--- config.mk ---
export PLATFORM = sky130hd
export DESIGN_NAME = cpu_core
export DESIGN_NICKNAME = d
export VERILOG_FILES = /design/src/hdl/cpu_pkg.sv /design/src/hdl/cpu_decoder.sv /design/src/hdl/cpu_alu.sv /design/src/hdl/cpu_regfile.sv /design/src/hdl/cpu_load_align.sv /design/src/hdl/cpu_sequencer.sv /design/src/hdl/cpu_core.sv
export VERILOG_INCLUDE_DIRS = /design/src /design/src/hdl
export SDC_FILE = /design/constraint.sdc
export NUM_CORES = 2
export LEC_CHECK = 0
export BUFFER_PORTS_ARGS = -buffer_cell sky130_fd_sc_hd__buf_2
export CORE_AREA = 2 2 387 466
export DETAILED_ROUTE_END_ITERATION = 12
export DIE_AREA = 0 0 389 468
export PLACE_DENSITY = 0.67
export SETUP_SLACK_MARGIN = 0.02
export SLEW_MARGIN = 20
export SYNTH_ARGS = -nofsm -noshare
export SYNTH_HDL_FRONTEND = slang
export SYNTH_SLANG_ARGS = --single-unit
--- constraint.sdc ---
create_clock -name clk -period 8.4 [get_ports clk]
set_input_delay 1.26 -clock clk [delete_from_list [all_inputs] [get_ports clk]]
set_output_delay 1.26 -clock clk [all_outputs]
set_load 0.03 [all_outputs]
--- src/hdl/cpu_params.svh ---
// Core-wide sizing macros
//   Data and address width, register file size,
//   register address width and the reset fetch address
`ifndef CPU_PARAMS_SVH
`define CPU_PARAMS_SVH

// Data and address width in bits
`define CPU_XLEN 32

// Architectural integer registers, x0 included
`define CPU_NUM_REGS 32

// Bits needed to name one register
`define CPU_REG_AW 5

// First fetch after reset release
`define CPU_RESET_PC 32'h0000_8000

`endif

--- src/hdl/cpu_pkg.sv ---
// Shared types of the multi-cycle core
//   Sequencer steps, RISC-V major opcodes,
//   ALU operation codes and the flags record
package cpu_pkg;

    // --------------------
    // Sequencer steps
    // --------------------
    typedef enum logic [2:0] {
        STEP_FETCH     = 3'd0,
        STEP_DECODE    = 3'd1,
        STEP_EXECUTE   = 3'd2,
        STEP_MEMORY    = 3'd3,
        STEP_WRITEBACK = 3'd4
    } step_t;

    // --------------------
    // Major opcodes, bits 6:0 of the instruction
    // --------------------
    typedef enum logic [6:0] {
        OPC_LOAD   = 7'h03,
        OPC_OP_IMM = 7'h13,
        OPC_AUIPC  = 7'h17,
        OPC_STORE  = 7'h23,
        OPC_OP     = 7'h33,
        OPC_LUI    = 7'h37,
        OPC_BRANCH = 7'h63,
        OPC_JALR   = 7'h67,
        OPC_JAL    = 7'h6F,
        OPC_SYSTEM = 7'h73
    } opcode_t;

    // --------------------
    // ALU operations
    // --------------------
    typedef enum logic [3:0] {
        ALU_ADD    = 4'd0,
        ALU_SUB    = 4'd1,
        ALU_AND    = 4'd2,
        ALU_OR     = 4'd3,
        ALU_XOR    = 4'd4,
        ALU_SLL    = 4'd5,
        ALU_SRL    = 4'd6,
        ALU_SRA    = 4'd7,
        ALU_SLT    = 4'd8,
        ALU_SLTU   = 4'd9,
        ALU_PASS_B = 4'd10
    } alu_op_t;

    // Comparison of operand a against operand b
    // c unsigned less, z equal, n signed less, v overflow of a - b
    typedef struct packed {
        logic c;
        logic z;
        logic n;
        logic v;
    } flags_t;

endpackage

--- src/hdl/cpu_decoder.sv ---
// Instruction decoder
//   Field extraction, immediate generation per format,
//   ALU operation select and instruction class flags
`timescale 1ns/1ps
`include "cpu_params.svh"

module cpu_decoder (
    input  logic [`CPU_XLEN-1:0]   instr,
    output cpu_pkg::opcode_t       opcode,
    output logic [2:0]             funct3,
    output logic [`CPU_REG_AW-1:0] rd,
    output logic [`CPU_REG_AW-1:0] rs1,
    output logic [`CPU_REG_AW-1:0] rs2,
    output logic [`CPU_XLEN-1:0]   imm,
    output cpu_pkg::alu_op_t       alu_op,
    output logic                   use_pc_a,
    output logic                   use_imm_b,
    output logic                   is_load,
    output logic                   is_store,
    output logic                   is_branch,
    output logic                   is_jump,
    output logic                   writes_rd,
    output logic                   is_halt
);
    import cpu_pkg::*;

    logic   rd_class;
    // funct7 bit 5 picks SUB and SRA
    logic   alt;

    // --------------------
    // Fixed fields
    // --------------------
    assign opcode = opcode_t'(instr[6:0]);
    assign rd     = instr[11:7];
    assign funct3 = instr[14:12];
    assign rs1    = instr[19:15];
    assign rs2    = instr[24:20];
    assign alt    = instr[30];

    // Sign-extended immediate, format chosen by opcode
    always_comb begin
        case (opcode)
            OPC_OP_IMM, OPC_LOAD, OPC_JALR:
                imm = {{20{instr[31]}}, instr[31:20]};
            OPC_STORE:
                imm = {{20{instr[31]}}, instr[31:25], instr[11:7]};
            OPC_BRANCH:
                imm = {{19{instr[31]}}, instr[31], instr[7], instr[30:25], instr[11:8], 1'b0};
            OPC_LUI, OPC_AUIPC:
                imm = {instr[31:12], 12'h000};
            OPC_JAL:
                imm = {{11{instr[31]}}, instr[31], instr[19:12], instr[20], instr[30:21], 1'b0};
            default:
                imm = '0;
        endcase
    end

    // --------------------
    // ALU operation
    // --------------------
    always_comb begin
        // Address and link arithmetic all add
        alu_op = ALU_ADD;
        case (opcode)
            OPC_OP, OPC_OP_IMM: begin
                case (funct3)
                    3'b000: alu_op = (opcode == OPC_OP && alt) ? ALU_SUB : ALU_ADD;
                    3'b001: alu_op = ALU_SLL;
                    3'b010: alu_op = ALU_SLT;
                    3'b011: alu_op = ALU_SLTU;
                    3'b100: alu_op = ALU_XOR;
                    3'b101: alu_op = alt ? ALU_SRA : ALU_SRL;
                    3'b110: alu_op = ALU_OR;
                    default: alu_op = ALU_AND;
                endcase
            end
            // Branch compares rs1 with rs2, flags carry the outcome
            OPC_BRANCH: alu_op = ALU_SUB;
            OPC_LUI:    alu_op = ALU_PASS_B;
            default:    alu_op = ALU_ADD;
        endcase
    end

    // --------------------
    // Class and operand flags
    // --------------------
    assign is_load   = (opcode == OPC_LOAD);
    assign is_store  = (opcode == OPC_STORE);
    assign is_branch = (opcode == OPC_BRANCH);
    assign is_jump   = (opcode == OPC_JAL) || (opcode == OPC_JALR);

    // JAL target is pc + imm through the ALU
    assign use_pc_a  = (opcode == OPC_AUIPC) || (opcode == OPC_JAL);
    assign use_imm_b = !((opcode == OPC_OP) || (opcode == OPC_BRANCH));

    assign rd_class  = (opcode == OPC_OP) || (opcode == OPC_OP_IMM) || is_load || is_jump
                       || (opcode == OPC_LUI) || (opcode == OPC_AUIPC);
    // x0 destination suppressed here
    assign writes_rd = rd_class && (rd != '0);

    // EBREAK, imm field 1 under SYSTEM with funct3 zero
    assign is_halt   = (opcode == OPC_SYSTEM) && (funct3 == 3'b000)
                       && (instr[31:20] == 12'h001);

endmodule

--- src/hdl/cpu_alu.sv ---
// Integer ALU
//   Add, subtract, logic, shifts and set-less-than,
//   plus comparison flags of a against b
`timescale 1ns/1ps
`include "cpu_params.svh"

module cpu_alu (
    input  logic [`CPU_XLEN-1:0] a,
    input  logic [`CPU_XLEN-1:0] b,
    input  cpu_pkg::alu_op_t     op,
    output logic [`CPU_XLEN-1:0] result,
    output cpu_pkg::flags_t      flags
);
    import cpu_pkg::*;

    // One extra bit keeps the borrow of a - b
    logic [`CPU_XLEN:0]   diff;
    logic [4:0]           shamt;
    logic                 lt_signed;
    logic                 lt_unsigned;

    assign diff  = {1'b0, a} - {1'b0, b};
    assign shamt = b[4:0];

    // --------------------
    // Comparison
    // --------------------
    assign lt_unsigned = diff[`CPU_XLEN];
    assign lt_signed   = $signed(a) < $signed(b);

    assign flags.c = lt_unsigned;
    assign flags.z = (a == b);
    assign flags.n = lt_signed;
    // Operand signs differ and result sign differs from a
    assign flags.v = (a[`CPU_XLEN-1] ^ b[`CPU_XLEN-1])
                     & (a[`CPU_XLEN-1] ^ diff[`CPU_XLEN-1]);

    // --------------------
    // Result select
    // --------------------
    always_comb begin
        case (op)
            ALU_ADD:    result = a + b;
            ALU_SUB:    result = diff[`CPU_XLEN-1:0];
            ALU_AND:    result = a & b;
            ALU_OR:     result = a | b;
            ALU_XOR:    result = a ^ b;
            ALU_SLL:    result = a << shamt;
            ALU_SRL:    result = a >> shamt;
            ALU_SRA:    result = $unsigned($signed(a) >>> shamt);
            ALU_SLT:    result = {{(`CPU_XLEN-1){1'b0}}, lt_signed};
            ALU_SLTU:   result = {{(`CPU_XLEN-1){1'b0}}, lt_unsigned};
            // LUI immediate straight through
            ALU_PASS_B: result = b;
            default:    result = '0;
        endcase
    end

endmodule

--- src/hdl/cpu_regfile.sv ---
// Integer register file
//   Two combinational read ports, one clocked write port,
//   x0 reads as zero and has no storage
`timescale 1ns/1ps
`include "cpu_params.svh"

module cpu_regfile (
    input  logic                   clk,
    input  logic                   rst_n,
    input  logic [`CPU_REG_AW-1:0] rs1_addr,
    input  logic [`CPU_REG_AW-1:0] rs2_addr,
    output logic [`CPU_XLEN-1:0]   rs1_data,
    output logic [`CPU_XLEN-1:0]   rs2_data,
    input  logic                   wb_en,
    input  logic [`CPU_REG_AW-1:0] wb_addr,
    input  logic [`CPU_XLEN-1:0]   wb_data
);

    // x1 .. x31 only
    logic [`CPU_XLEN-1:0] regs [1:`CPU_NUM_REGS-1];

    // Decoder never raises wb_en for x0
    always_ff @(posedge clk or negedge rst_n) begin
        if (!rst_n) begin
            for (int i = 1; i < `CPU_NUM_REGS; i++) begin
                regs[i] <= '0;
            end
        end else if (wb_en) begin
            regs[wb_addr] <= wb_data;
        end
    end

    // Read ports
    assign rs1_data = (rs1_addr == '0) ? '0 : regs[rs1_addr];
    assign rs2_data = (rs2_addr == '0) ? '0 : regs[rs2_addr];

endmodule

--- src/hdl/cpu_load_align.sv ---
// Load data alignment
//   Byte or halfword pick from the loaded word,
//   then sign or zero extension by funct3
`timescale 1ns/1ps
`include "cpu_params.svh"

module cpu_load_align (
    input  logic [`CPU_XLEN-1:0] word,
    input  logic [1:0]           offset,
    input  logic [2:0]           funct3,
    output logic [`CPU_XLEN-1:0] data
);

    localparam logic [2:0] F3_LB  = 3'b000;
    localparam logic [2:0] F3_LH  = 3'b001;
    localparam logic [2:0] F3_LBU = 3'b100;
    localparam logic [2:0] F3_LHU = 3'b101;

    logic [7:0]  byte_val;
    logic [15:0] half_val;

    // Little endian, offset counts bytes
    assign byte_val = word[8*offset +: 8];
    assign half_val = offset[1] ? word[31:16] : word[15:0];

    always_comb begin
        case (funct3)
            F3_LB:   data = {{24{byte_val[7]}}, byte_val};
            F3_LH:   data = {{16{half_val[15]}}, half_val};
            F3_LBU:  data = {24'h000000, byte_val};
            F3_LHU:  data = {16'h0000, half_val};
            // LW and anything else pass the word
            default: data = word;
        endcase
    end

endmodule

--- src/hdl/cpu_sequencer.sv ---
// Step sequencer of the multi-cycle core
//   Fetch / decode / execute / memory / writeback FSM, PC,
//   instruction and result registers, flags, memory strobes,
//   ALU operand select and writeback select
`timescale 1ns/1ps
`include "cpu_params.svh"

module cpu_sequencer (
    input  logic                   clk,
    input  logic                   rst_n,
    // Memory side
    input  logic                   mem_ready,
    input  logic [`CPU_XLEN-1:0]   mem_rdata,
    output logic [`CPU_XLEN-1:0]   mem_addr,
    output logic                   mem_read,
    output logic                   mem_write,
    output logic [`CPU_XLEN-1:0]   mem_wdata,
    output logic                   halted,
    output cpu_pkg::flags_t        cpu_flags,
    // Decoder
    output logic [`CPU_XLEN-1:0]   instr,
    input  cpu_pkg::opcode_t       opcode,
    input  logic [2:0]             funct3,
    input  logic [`CPU_REG_AW-1:0] rd,
    input  logic [`CPU_XLEN-1:0]   imm,
    input  logic                   use_pc_a,
    input  logic                   use_imm_b,
    input  logic                   is_load,
    input  logic                   is_store,
    input  logic                   is_branch,
    input  logic                   is_jump,
    input  logic                   writes_rd,
    input  logic                   is_halt,
    // Register file read data
    input  logic [`CPU_XLEN-1:0]   rs1_data,
    input  logic [`CPU_XLEN-1:0]   rs2_data,
    // ALU
    output logic [`CPU_XLEN-1:0]   alu_a,
    output logic [`CPU_XLEN-1:0]   alu_b,
    input  logic [`CPU_XLEN-1:0]   alu_result,
    input  cpu_pkg::flags_t        alu_flags,
    // Load alignment
    output logic [`CPU_XLEN-1:0]   load_word,
    output logic [1:0]             load_offset,
    input  logic [`CPU_XLEN-1:0]   load_data,
    // Register file write port
    output logic                   wb_en,
    output logic [`CPU_REG_AW-1:0] wb_addr,
    output logic [`CPU_XLEN-1:0]   wb_data
);
    import cpu_pkg::*;

    step_t                step;
    logic [`CPU_XLEN-1:0] pc_reg;
    logic [`CPU_XLEN-1:0] ir_reg;
    logic [`CPU_XLEN-1:0] result_reg;
    logic [`CPU_XLEN-1:0] load_reg;
    flags_t               flags_reg;
    logic                 halted_reg;
    // pc_reg moves past the instruction at fetch
    logic [`CPU_XLEN-1:0] cur_pc;
    logic                 mem_access;
    logic                 taken;

    assign cur_pc     = pc_reg - 32'd4;
    assign mem_access = is_load || is_store;

    // Branch condition from the rs1 - rs2 compare
    always_comb begin
        case (funct3)
            3'b000:  taken = alu_flags.z;
            3'b001:  taken = !alu_flags.z;
            3'b100:  taken = alu_flags.n;
            3'b101:  taken = !alu_flags.n;
            3'b110:  taken = alu_flags.c;
            3'b111:  taken = !alu_flags.c;
            default: taken = 1'b0;
        endcase
    end

    // --------------------
    // Control state
    // --------------------
    always_ff @(posedge clk or negedge rst_n) begin
        if (!rst_n) begin
            step       <= STEP_FETCH;
            pc_reg     <= `CPU_RESET_PC;
            flags_reg  <= '0;
            halted_reg <= 1'b0;
        end else if (!halted_reg) begin
            case (step)
                // Wait cycles hold the step
                STEP_FETCH: begin
                    if (mem_ready) begin
                        pc_reg <= pc_reg + 32'd4;
                        step   <= STEP_DECODE;
                    end
                end
                STEP_DECODE: step <= STEP_EXECUTE;
                STEP_EXECUTE: begin
                    if (opcode == OPC_OP || opcode == OPC_OP_IMM) begin
                        flags_reg <= alu_flags;
                    end
                    if (is_branch && taken) begin
                        pc_reg <= cur_pc + imm;
                    end else if (is_jump) begin
                        // JALR target drops bit 0
                        pc_reg <= {alu_result[`CPU_XLEN-1:1], 1'b0};
                    end
                    halted_reg <= is_halt;
                    step       <= mem_access ? STEP_MEMORY : STEP_WRITEBACK;
                end
                STEP_MEMORY: begin
                    if (mem_ready) begin
                        step <= STEP_WRITEBACK;
                    end
                end
                default: step <= STEP_FETCH;
            endcase
        end
    end

    // --------------------
    // Payload registers
    // --------------------
    always_ff @(posedge clk) begin
        if (step == STEP_FETCH && mem_ready) begin
            ir_reg <= mem_rdata;
        end
        // Link address for jumps, otherwise the ALU result or data address
        if (step == STEP_EXECUTE) begin
            result_reg <= is_jump ? pc_reg : alu_result;
        end
        if (step == STEP_MEMORY && is_load && mem_ready) begin
            load_reg <= mem_rdata;
        end
    end

    // --------------------
    // Memory strobes
    // --------------------
    // Halt freezes the FSM in writeback, so both strobes stay low
    assign mem_read  = (step == STEP_FETCH) || (step == STEP_MEMORY && is_load);
    assign mem_write = (step == STEP_MEMORY) && is_store;
    assign mem_addr  = (step == STEP_MEMORY) ? result_reg : pc_reg;
    // rs2 read stays stable, the instruction register is held
    assign mem_wdata = rs2_data;

    // ALU operands
    assign alu_a = use_pc_a ? cur_pc : rs1_data;
    assign alu_b = use_imm_b ? imm : rs2_data;

    assign load_word   = load_reg;
    assign load_offset = result_reg[1:0];

    // --------------------
    // Writeback select
    // --------------------
    assign wb_en   = (step == STEP_WRITEBACK) && writes_rd;
    assign wb_addr = rd;
    // Loads take the aligned word, the rest the result register
    assign wb_data = is_load ? load_data : result_reg;

    assign instr     = ir_reg;
    assign halted    = halted_reg;
    assign cpu_flags = flags_reg;

endmodule

--- src/hdl/cpu_core.sv ---
// Multi-cycle RV32I core, top level
//   Sequencer, decoder, ALU, register file and load
//   alignment joined by wires
`timescale 1ns/1ps
`include "cpu_params.svh"

module cpu_core (
    input  logic                 clk,
    input  logic                 rst_n,
    output logic [`CPU_XLEN-1:0] mem_addr,
    output logic                 mem_read,
    output logic                 mem_write,
    output logic [`CPU_XLEN-1:0] mem_wdata,
    input  logic [`CPU_XLEN-1:0] mem_rdata,
    input  logic                 mem_ready,
    output logic                 halted,
    output cpu_pkg::flags_t      cpu_flags
);
    import cpu_pkg::*;

    // Decoder outputs
    logic [`CPU_XLEN-1:0]   instr;
    opcode_t                opcode;
    logic [2:0]             funct3;
    logic [`CPU_REG_AW-1:0] rd;
    logic [`CPU_REG_AW-1:0] rs1;
    logic [`CPU_REG_AW-1:0] rs2;
    logic [`CPU_XLEN-1:0]   imm;
    alu_op_t                alu_op;
    logic                   use_pc_a;
    logic                   use_imm_b;
    logic                   is_load;
    logic                   is_store;
    logic                   is_branch;
    logic                   is_jump;
    logic                   writes_rd;
    logic                   is_halt;

    // Datapath
    logic [`CPU_XLEN-1:0]   rs1_data;
    logic [`CPU_XLEN-1:0]   rs2_data;
    logic [`CPU_XLEN-1:0]   alu_a;
    logic [`CPU_XLEN-1:0]   alu_b;
    logic [`CPU_XLEN-1:0]   alu_result;
    flags_t                 alu_flags;
    logic [`CPU_XLEN-1:0]   load_word;
    logic [1:0]             load_offset;
    logic [`CPU_XLEN-1:0]   load_data;
    logic                   wb_en;
    logic [`CPU_REG_AW-1:0] wb_addr;
    logic [`CPU_XLEN-1:0]   wb_data;

    // --------------------
    // Control
    // --------------------
    cpu_sequencer u_sequencer (
        .clk         (clk),
        .rst_n       (rst_n),
        .mem_ready   (mem_ready),
        .mem_rdata   (mem_rdata),
        .mem_addr    (mem_addr),
        .mem_read    (mem_read),
        .mem_write   (mem_write),
        .mem_wdata   (mem_wdata),
        .halted      (halted),
        .cpu_flags   (cpu_flags),
        .instr       (instr),
        .opcode      (opcode),
        .funct3      (funct3),
        .rd          (rd),
        .imm         (imm),
        .use_pc_a    (use_pc_a),
        .use_imm_b   (use_imm_b),
        .is_load     (is_load),
        .is_store    (is_store),
        .is_branch   (is_branch),
        .is_jump     (is_jump),
        .writes_rd   (writes_rd),
        .is_halt     (is_halt),
        .rs1_data    (rs1_data),
        .rs2_data    (rs2_data),
        .alu_a       (alu_a),
        .alu_b       (alu_b),
        .alu_result  (alu_result),
        .alu_flags   (alu_flags),
        .load_word   (load_word),
        .load_offset (load_offset),
        .load_data   (load_data),
        .wb_en       (wb_en),
        .wb_addr     (wb_addr),
        .wb_data     (wb_data)
    );

    cpu_decoder u_decoder (
        .instr     (instr),
        .opcode    (opcode),
        .funct3    (funct3),
        .rd        (rd),
        .rs1       (rs1),
        .rs2       (rs2),
        .imm       (imm),
        .alu_op    (alu_op),
        .use_pc_a  (use_pc_a),
        .use_imm_b (use_imm_b),
        .is_load   (is_load),
        .is_store  (is_store),
        .is_branch (is_branch),
        .is_jump   (is_jump),
        .writes_rd (writes_rd),
        .is_halt   (is_halt)
    );

    // --------------------
    // Datapath
    // --------------------
    cpu_alu u_alu (
        .a      (alu_a),
        .b      (alu_b),
        .op     (alu_op),
        .result (alu_result),
        .flags  (alu_flags)
    );

    // Register numbers come straight from the decoder
    cpu_regfile u_regfile (
        .clk      (clk),
        .rst_n    (rst_n),
        .rs1_addr (rs1),
        .rs2_addr (rs2),
        .rs1_data (rs1_data),
        .rs2_data (rs2_data),
        .wb_en    (wb_en),
        .wb_addr  (wb_addr),
        .wb_data  (wb_data)
    );

    cpu_load_align u_load_align (
        .word   (load_word),
        .offset (load_offset),
        .funct3 (funct3),
        .data   (load_data)
    );

endmodule

* After elaboration in Yosys (flattened, before gate mapping)
Cells that the tools add are included.
** Operators by class
- Multiplexer cells :: 35
- Reductions and logical operators :: 37
- Order comparisons :: 5
- Bitwise operators :: 10
- Equal/unequal tests :: 36
- Shifts and indexed selects :: 4
- Add/sub/neg operators :: 5
** Operators by type and width (count)
- $bwmux W992 :: 1
- $mux W32 :: 15
- $pmux W32 S11 :: 1
- $bmux W32 S5 :: 2
- $demux W32 S5 :: 1
- $pmux W32 S5 :: 1
- $pmux W32 S4 :: 1
- $add A32 B32 Y32 :: 2
- $pmux W32 S2 :: 1
- $sub A32 B32 Y33 :: 1
- $add A32 B3 Y32 const B :: 1
- $and A32 B32 Y32 :: 1
- $eq A32 B32 Y1 :: 1
- $lt A32 B32 Y1 :: 1
- $or A32 B32 Y32 :: 1
- $shiftx A32 B6 Y8 :: 1
- $shl A32 B5 Y32 :: 1
- $shr A32 B5 Y32 :: 1
- $sshr A32 B5 Y32 :: 1
- $sub A32 B3 Y32 const B :: 1
- $xor A32 B32 Y32 :: 1
- $eq A7 B7 Y1 const B :: 4
- $pmux W4 S7 :: 1
- $eq A7 B6 Y1 const B :: 3
- 36 further kinds :: 87
** Word-level totals
- Flip-flop bits (word level) :: 1128
- Output and inout bits :: 71
- Logic and storage cells :: 173
- Bits of input ports :: 35

* Logic depth before layout (Yosys ltp)
- Depth in word-level cells :: 12
- Depth in mapped cells :: 32
- Depth with buffers taken out :: 22

* Hierarchy
A second synthesis with hierarchy kept.
** Second synthesis, totals
- Cell total of the unflattened synthesis :: 6414
- Area total of the unflattened synthesis :: 74308.8 um2
** By module, submodules not included
- cpu_regfile :: seq. area each 24823.8 um2, area each 53506.3 um2, times used 1, cells each 3861
- cpu_sequencer :: seq. area each 3885.0 um2, area each 10229.8 um2, times used 1, cells each 1024
- cpu_alu :: seq. area each 0.0 um2, area each 8844.7 um2, times used 1, cells each 1278
- cpu_decoder :: seq. area each 0.0 um2, area each 967.2 um2, times used 1, cells each 133
- cpu_load_align :: seq. area each 0.0 um2, area each 760.7 um2, times used 1, cells each 118

* Worst setup path before layout
No wires, ideal clock.
- Path type :: flip-flop to flip-flop
- Start point :: register u_sequencer.ir_reg[20] (netlist: u_sequencer.instr[20])
- End point :: register u_sequencer.pc_reg[2]
- Cell stages (with the launch flop) :: 32
- Setup slack :: 1.619 ns
- Data required time :: 8.269 ns
- Clock period less this slack :: 6.781 ns
- Data arrival time :: 6.650 ns
- Buffers on the path :: 12
- Library setup time :: 0.131 ns
- Path through :: edfxtp_1 > buf_2 > buf_6 > buf_6 > buf_6 > buf_6 > buf_6 > buf_4 > buf_4 > buf_4 > buf_2 > mux4_2 > a21oi_1 > a31oi_1 > a2111oi_0 > a21oi_1 > nand2_1 > nand2_1 > ha_1 > clkbuf_1 > nor3_1 > a21boi_1 > o211ai_1 > a31o_1 > o21a_1 > o211a_1 > a311o_1 > clkbuf_1 > a31oi_1 > a21oi_1 > a31oi_1 > o21ai_0
** On the way
- Longest elaborated chain between the ends :: 12
- Elaborated cells between the ends (all ways) :: 30
- Those cells by class :: add/sub: 3; order compare: 1; eq/ne: 2; shift: 3; mux: 11; bitwise: 4; reduce/logical: 6
** RTL lines
- start: declaration :: line cpu_sequencer.sv:55 : logic [`CPU_XLEN-1:0] ir_reg;
- start signal: assignment :: line cpu_sequencer.sv:128 : ir_reg <= mem_rdata;
- $not A5 Y6 (implied by the code) :: line cpu_regfile.sv:35 : assign rs2_data = (rs2_addr == '0) ? '0 : regs[rs2_addr];
- $bmux W32 S5 :: line cpu_regfile.sv:35
- $mux W32 (implied by the code) (2 in series) :: line cpu_regfile.sv:35
- $mux W32 (*) :: line cpu_regfile.sv:35
- net mem_wdata[5] :: line cpu_core.sv:13 : output logic [`CPU_XLEN-1:0] mem_wdata,
- $mux W32 (*) :: line cpu_sequencer.sv:151 : assign alu_b = use_imm_b ? imm : rs2_data;
- $sub A32 B32 Y33, or another cell as far along :: line cpu_alu.sv:22 : assign diff = {1'b0, a} - {1'b0, b};
- $logic_not A1 Y1 (on tied branches) :: line cpu_sequencer.sv:76, cpu_sequencer.sv:72, cpu_sequencer.sv:74
- $pmux W1 S6 (*) :: line cpu_sequencer.sv:70 : case (funct3)
- $logic_and A1 B1 Y1 (*) :: line cpu_sequencer.sv:104 : if (is_branch && taken) begin
- $ne A3 B1 Y1 (no source line) or $mux W32 (tied branches)
- $reduce_and A4 Y1 (no source line) or $pmux W32 S2 (tied branches)
- end signal: assignment :: line cpu_sequencer.sv:87 : pc_reg <= `CPU_RESET_PC;
- end signal: assignment :: line cpu_sequencer.sv:105 : pc_reg <= cur_pc + imm;
- end signal: assignment :: line cpu_sequencer.sv:108 : pc_reg <= {alu_result[`CPU_XLEN-1:1], 1'b0};
- end: declaration :: line cpu_sequencer.sv:54 : logic [`CPU_XLEN-1:0] pc_reg;
Mark *: on every way through the listed nets, which the timed path passes. The rest lies on a longest branch. The select of a mux whose other input is x is not followed.
A chain may end at the register's enable or synchronous reset.

* Worst setup path after layout
- Start point :: register u_sequencer.ir_reg[18] (netlist: u_sequencer.instr[18])
- End point :: register u_sequencer.result_reg[31] (data pin)
** On the way
- Longest elaborated chain between the ends :: 9
- Elaborated cells between the ends (all ways) :: 19
- Those cells by class :: add/sub: 2; shift: 3; mux: 9; bitwise: 4; reduce/logical: 1
** RTL lines
- $not A5 Y6 (implied by the code) :: line cpu_regfile.sv:34 : assign rs1_data = (rs1_addr == '0) ? '0 : regs[rs1_addr];
- $bmux W32 S5 :: line cpu_regfile.sv:34
- $mux W32 (implied by the code) (2 in series) :: line cpu_regfile.sv:34
- $mux W32 :: line cpu_regfile.sv:34
- $mux W32 :: line cpu_sequencer.sv:150 : assign alu_a = use_pc_a ? cur_pc : rs1_data;
- $sub A32 B32 Y33, or another cell as far along :: line cpu_alu.sv:22
- $pmux W32 S11 (*) :: line cpu_alu.sv:42 : case (op)
- $mux W32 (*) :: line cpu_sequencer.sv:132 : result_reg <= is_jump ? pc_reg : alu_result;
- end signal: assignment :: line cpu_sequencer.sv:132
- end: declaration :: line cpu_sequencer.sv:56 : logic [`CPU_XLEN-1:0] result_reg;
Every way passes the cells marked *; elsewhere a longest branch is shown, timed or not. The select of a mux whose other input is x is not followed.

==> summary.md <==
| Metric | Value |
|---|---|
| Post CTS Setup Buffer Count | `0` |
| Most flops, register | `u_regfile.regs` |
| DRT Pass-1 Iters | `6` |
| Drt wl/cell | `32.51 um` |
| Clk_lat worst skew | `0.82 ns` |
| Number of flops mapped to enable cells by yosys | `96` |
| DRT iter0 DRCs | `8394` |
| Post-route cell area | `77550 um2` |
| Commonest non-fill, non-tap cells in the layout | `nand2_1, o21ai_0, dfrtp_1` |
| Die span in y | `468 um` |
| Final Hold Viols | `0` |
| Worst path cell trace | `buf_12, or3b_2, o22ai_1, a2111oi_0, a211oi_1, buf_4, a21o_1, ha_1, nor2b_1, o21bai_1, a21oi_1, o21ba_2, a41o_1, o21bai_1, a211oi_1, a2111oi_0, a211oi_1, xnor2_1, o211ai_1, mux2_2` |
| Root buf cell | `clkbuf_16` |
| Highest Clock Rate | `0.1283 GHz` |
| Fillers | `16800` |
| Max-cap violations | `0` |
| Nets | `7167` |
| Yosys cell types | `121` |
| H-tree Lvls | `3` |
| Power per Cell Area | `240.3 nW/um2` |
| Largest net degree at the start of global routing | `161` |
| Ys async rst share | `0.9149` |
| Final setup viols | `0` |
| CTS Buffer Depth | `3` |
| Max reg flops | `992` |
| Max transition margin | `0.1706` |
| P&R area growth vs syn | `9.914%` |
| Synthesized area | `70560 um2` |
| Area post-placement | `73640 um2` |
| Tmin final | `7.795 ns` |
| Die area | `182100 um2` |
| Adder-cell share of the synthesized area | `0.02405` |
| Lkg Pwr | `0.03286 uW` |
| Final wirelength | `306400 um` |
| Met1 GRT Util | `0.3999` |
| Crit-path max cell delay | `1.04 ns` |
| Syn Nets | `7349` |
| CP max stage cell | `a2111oi_0` |
| Synth warnings | `0` |
| Global routing's busiest layer | `met2` |
| Most common cell after layout, fill and taps aside | `nand2_1` |
| Chip width | `389 um` |
| Post-route clock skew | `0.03571 ns` |
| Kind of start point of the critical path | `register` |
| Period Utilization, post-route | `0.9280` |
| Worst-path fanout max | `48` |
| Data required time of the worst path | `8.96 ns` |
| Max-slew violation count | `0` |
| Post-synthesis sequential area ratio | `0.4069` |
| Num rows | `170` |
| Xor/xnor cell area share of the yosys netlist | `0.01030` |
| Via Count | `62600` |
| Hold_buf cts | `0` |
| First-pass GRT wire length | `437500 um` |
| Hold_ws | `0.4976 ns` |
| ANT nets after route | `0` |
| Crit. End Element | `register` |
| Global placement routability congestion | `1.071` |
| PortBufs | `105` |
| Commonest register cell after synthesis | `dfrtp_1` |
| Peak supply drop | `0.0001748 V` |
| Main combinational cell family by area after synthesis | `multiplexers` |
| Status | `finished, final reports clean` |
| Setup CP Type | `reg2reg` |
| Total track usage | `0.3304` |
| Reg area | `28710 um2` |
| Initial antenna violation count | `20` |
| DP HPWL | `206700 um` |
| Synth Area in Compound Gates | `0.1858` |
| Most common cell on crit path | `a211oi_1` |
| RSZ-0062 raised after global routing | `false` |
| IO Count | `106` |
| Hold WC Path Type | `reg2reg` |
| Post-Synth Simple-Gate Area | `0.1203` |
| Initial Utilization | `0.3968` |
| Worst-Margin Slew | `1.244 ns` |
| Post-synthesis register bit count | `1128` |
| Multi-input logic area | `38670 um2` |
| CTS clk-pin slew, worst paths | `0.08 ns` |
| Worst path arrival time | `8.35 ns` |
| GRT overflow | `0` |
| Clock sinks | `1128` |
| DRC | `0` |
| Met3 usage | `0.09232` |
| Grt met2 use | `0.4993` |
| Total CTS buffers | `112` |
| Setup TNS | `0 ns` |
| CTS tree | `done` |
| Core Area | `177800 um2` |
| Vias in the first global route | `60560` |
| Post-Synthesis Cells | `7181` |
| Vias per cell | `6.642` |
| Post-cts sizing count | `0` |
| Share of cells above drive strength 1 | `0.1744` |
| Syn avg cell area | `9.826 um2` |
| Post-synthesis mux area share | `0.1998` |
kinds of logic after synthesis:
group           Yosys count
compound gates         2163
simple gates           2000
flops                  1128
mux                     858
buf+inv                 815
fa+ha+maj               134
xor+xnor                 83
final cells by class:
cell class | count | share of cell area
Inverter | 154 | 0.007550
Timing Repair Buffer | 365 | 0.03616
Tap cell | 2322 | 0.03746
Sequential cell | 1128 | 0.3702
Clock buffer | 157 | 0.04209
Multi-Input combinational cell | 5238 | 0.4987
Antenna cell | 9 | 0.0002904
Clock inverter | 52 | 0.007615
layer usage:
| layer | part of all wire | vias up | routed length [um] |
|---|---|---|---|
| met2 | 0.44 | 4261 | 133900 |
| li1 | - | 25970 | - |
| met4 | 0.091 | 22 | 27770 |
| met5 | 0.00067 | - | 204 |
| met3 | 0.12 | 1194 | 35280 |
| met1 | 0.36 | 31160 | 109300 |
critical path: cells and delay by family (launching register included):
kind                     cells  cell delay, ns
XOR/XNOR                     1            0.19
AO/OA/AOI/OAI               13            4.52
buffers and inverters        2            0.56
multiplexers                 1            0.30
flip-flops                   1            0.52
AND/OR/NAND/NOR              2            0.94
adder cells (fa/ha/maj)      1            0.45
through the flow:
step	setup WS [ns]	utilization	power, uW	std cells
after floorplan	1.619	-	10330	7181
after global placement	0.9536	0.4140	12980	9207
after detailed placement	0.9003	0.4142	13020	9207
after CTS	0.8775	0.4358	18370	9416
after global routing	0.4900	0.4360	19100	9417
final	0.6050	0.4361	18630	9425
where the power goes:
group          switching [uW]  leakage, uW  total (uW)  internal (uW)
sequential                417       0.0152        6210           5790
clock                    2420      0.00190        5400           2970
combinational            4850       0.0157        7030           2180
total                    7690       0.0329       18600          10900
worst paths after layout:
path                                            start  slack (ns)  cells after the start                          to
worst max register to register  u_sequencer.instr[18]        0.61                     20  u_sequencer.result_reg[31]
max in group asynchronous                       rst_n        6.21                      2         u_regfile.regs[243]
worst max-delay path            u_sequencer.instr[18]        0.61                     20  u_sequencer.result_reg[31]
worst min register to register     u_regfile.regs[52]        0.50                      2          u_regfile.regs[52]
worst min-delay path               u_regfile.regs[52]        0.50                      2          u_regfile.regs[52]
min in group asynchronous                       rst_n        0.52                      1         u_regfile.regs[245]
cell usage after synthesis, drive strengths merged (76+ instances only):
cell / n / share of area
nand2: 1288 / 0.069
o22ai: 76 / 0.0067
nor3: 81 / 0.0058
inv: 151 / 0.0081
clkbuf: 470 / 0.025
ha: 130 / 0.023
nand3: 86 / 0.0063
o21ai: 1167 / 0.083
edfxtp: 96 / 0.041
mux2i: 325 / 0.047
mux4: 426 / 0.14
nor2: 300 / 0.016
buf: 191 / 0.019
a21oi: 253 / 0.018
dfrtp: 1031 / 0.37
mux2: 107 / 0.017
Note: power is estimated with default switching activity, not from simulation.
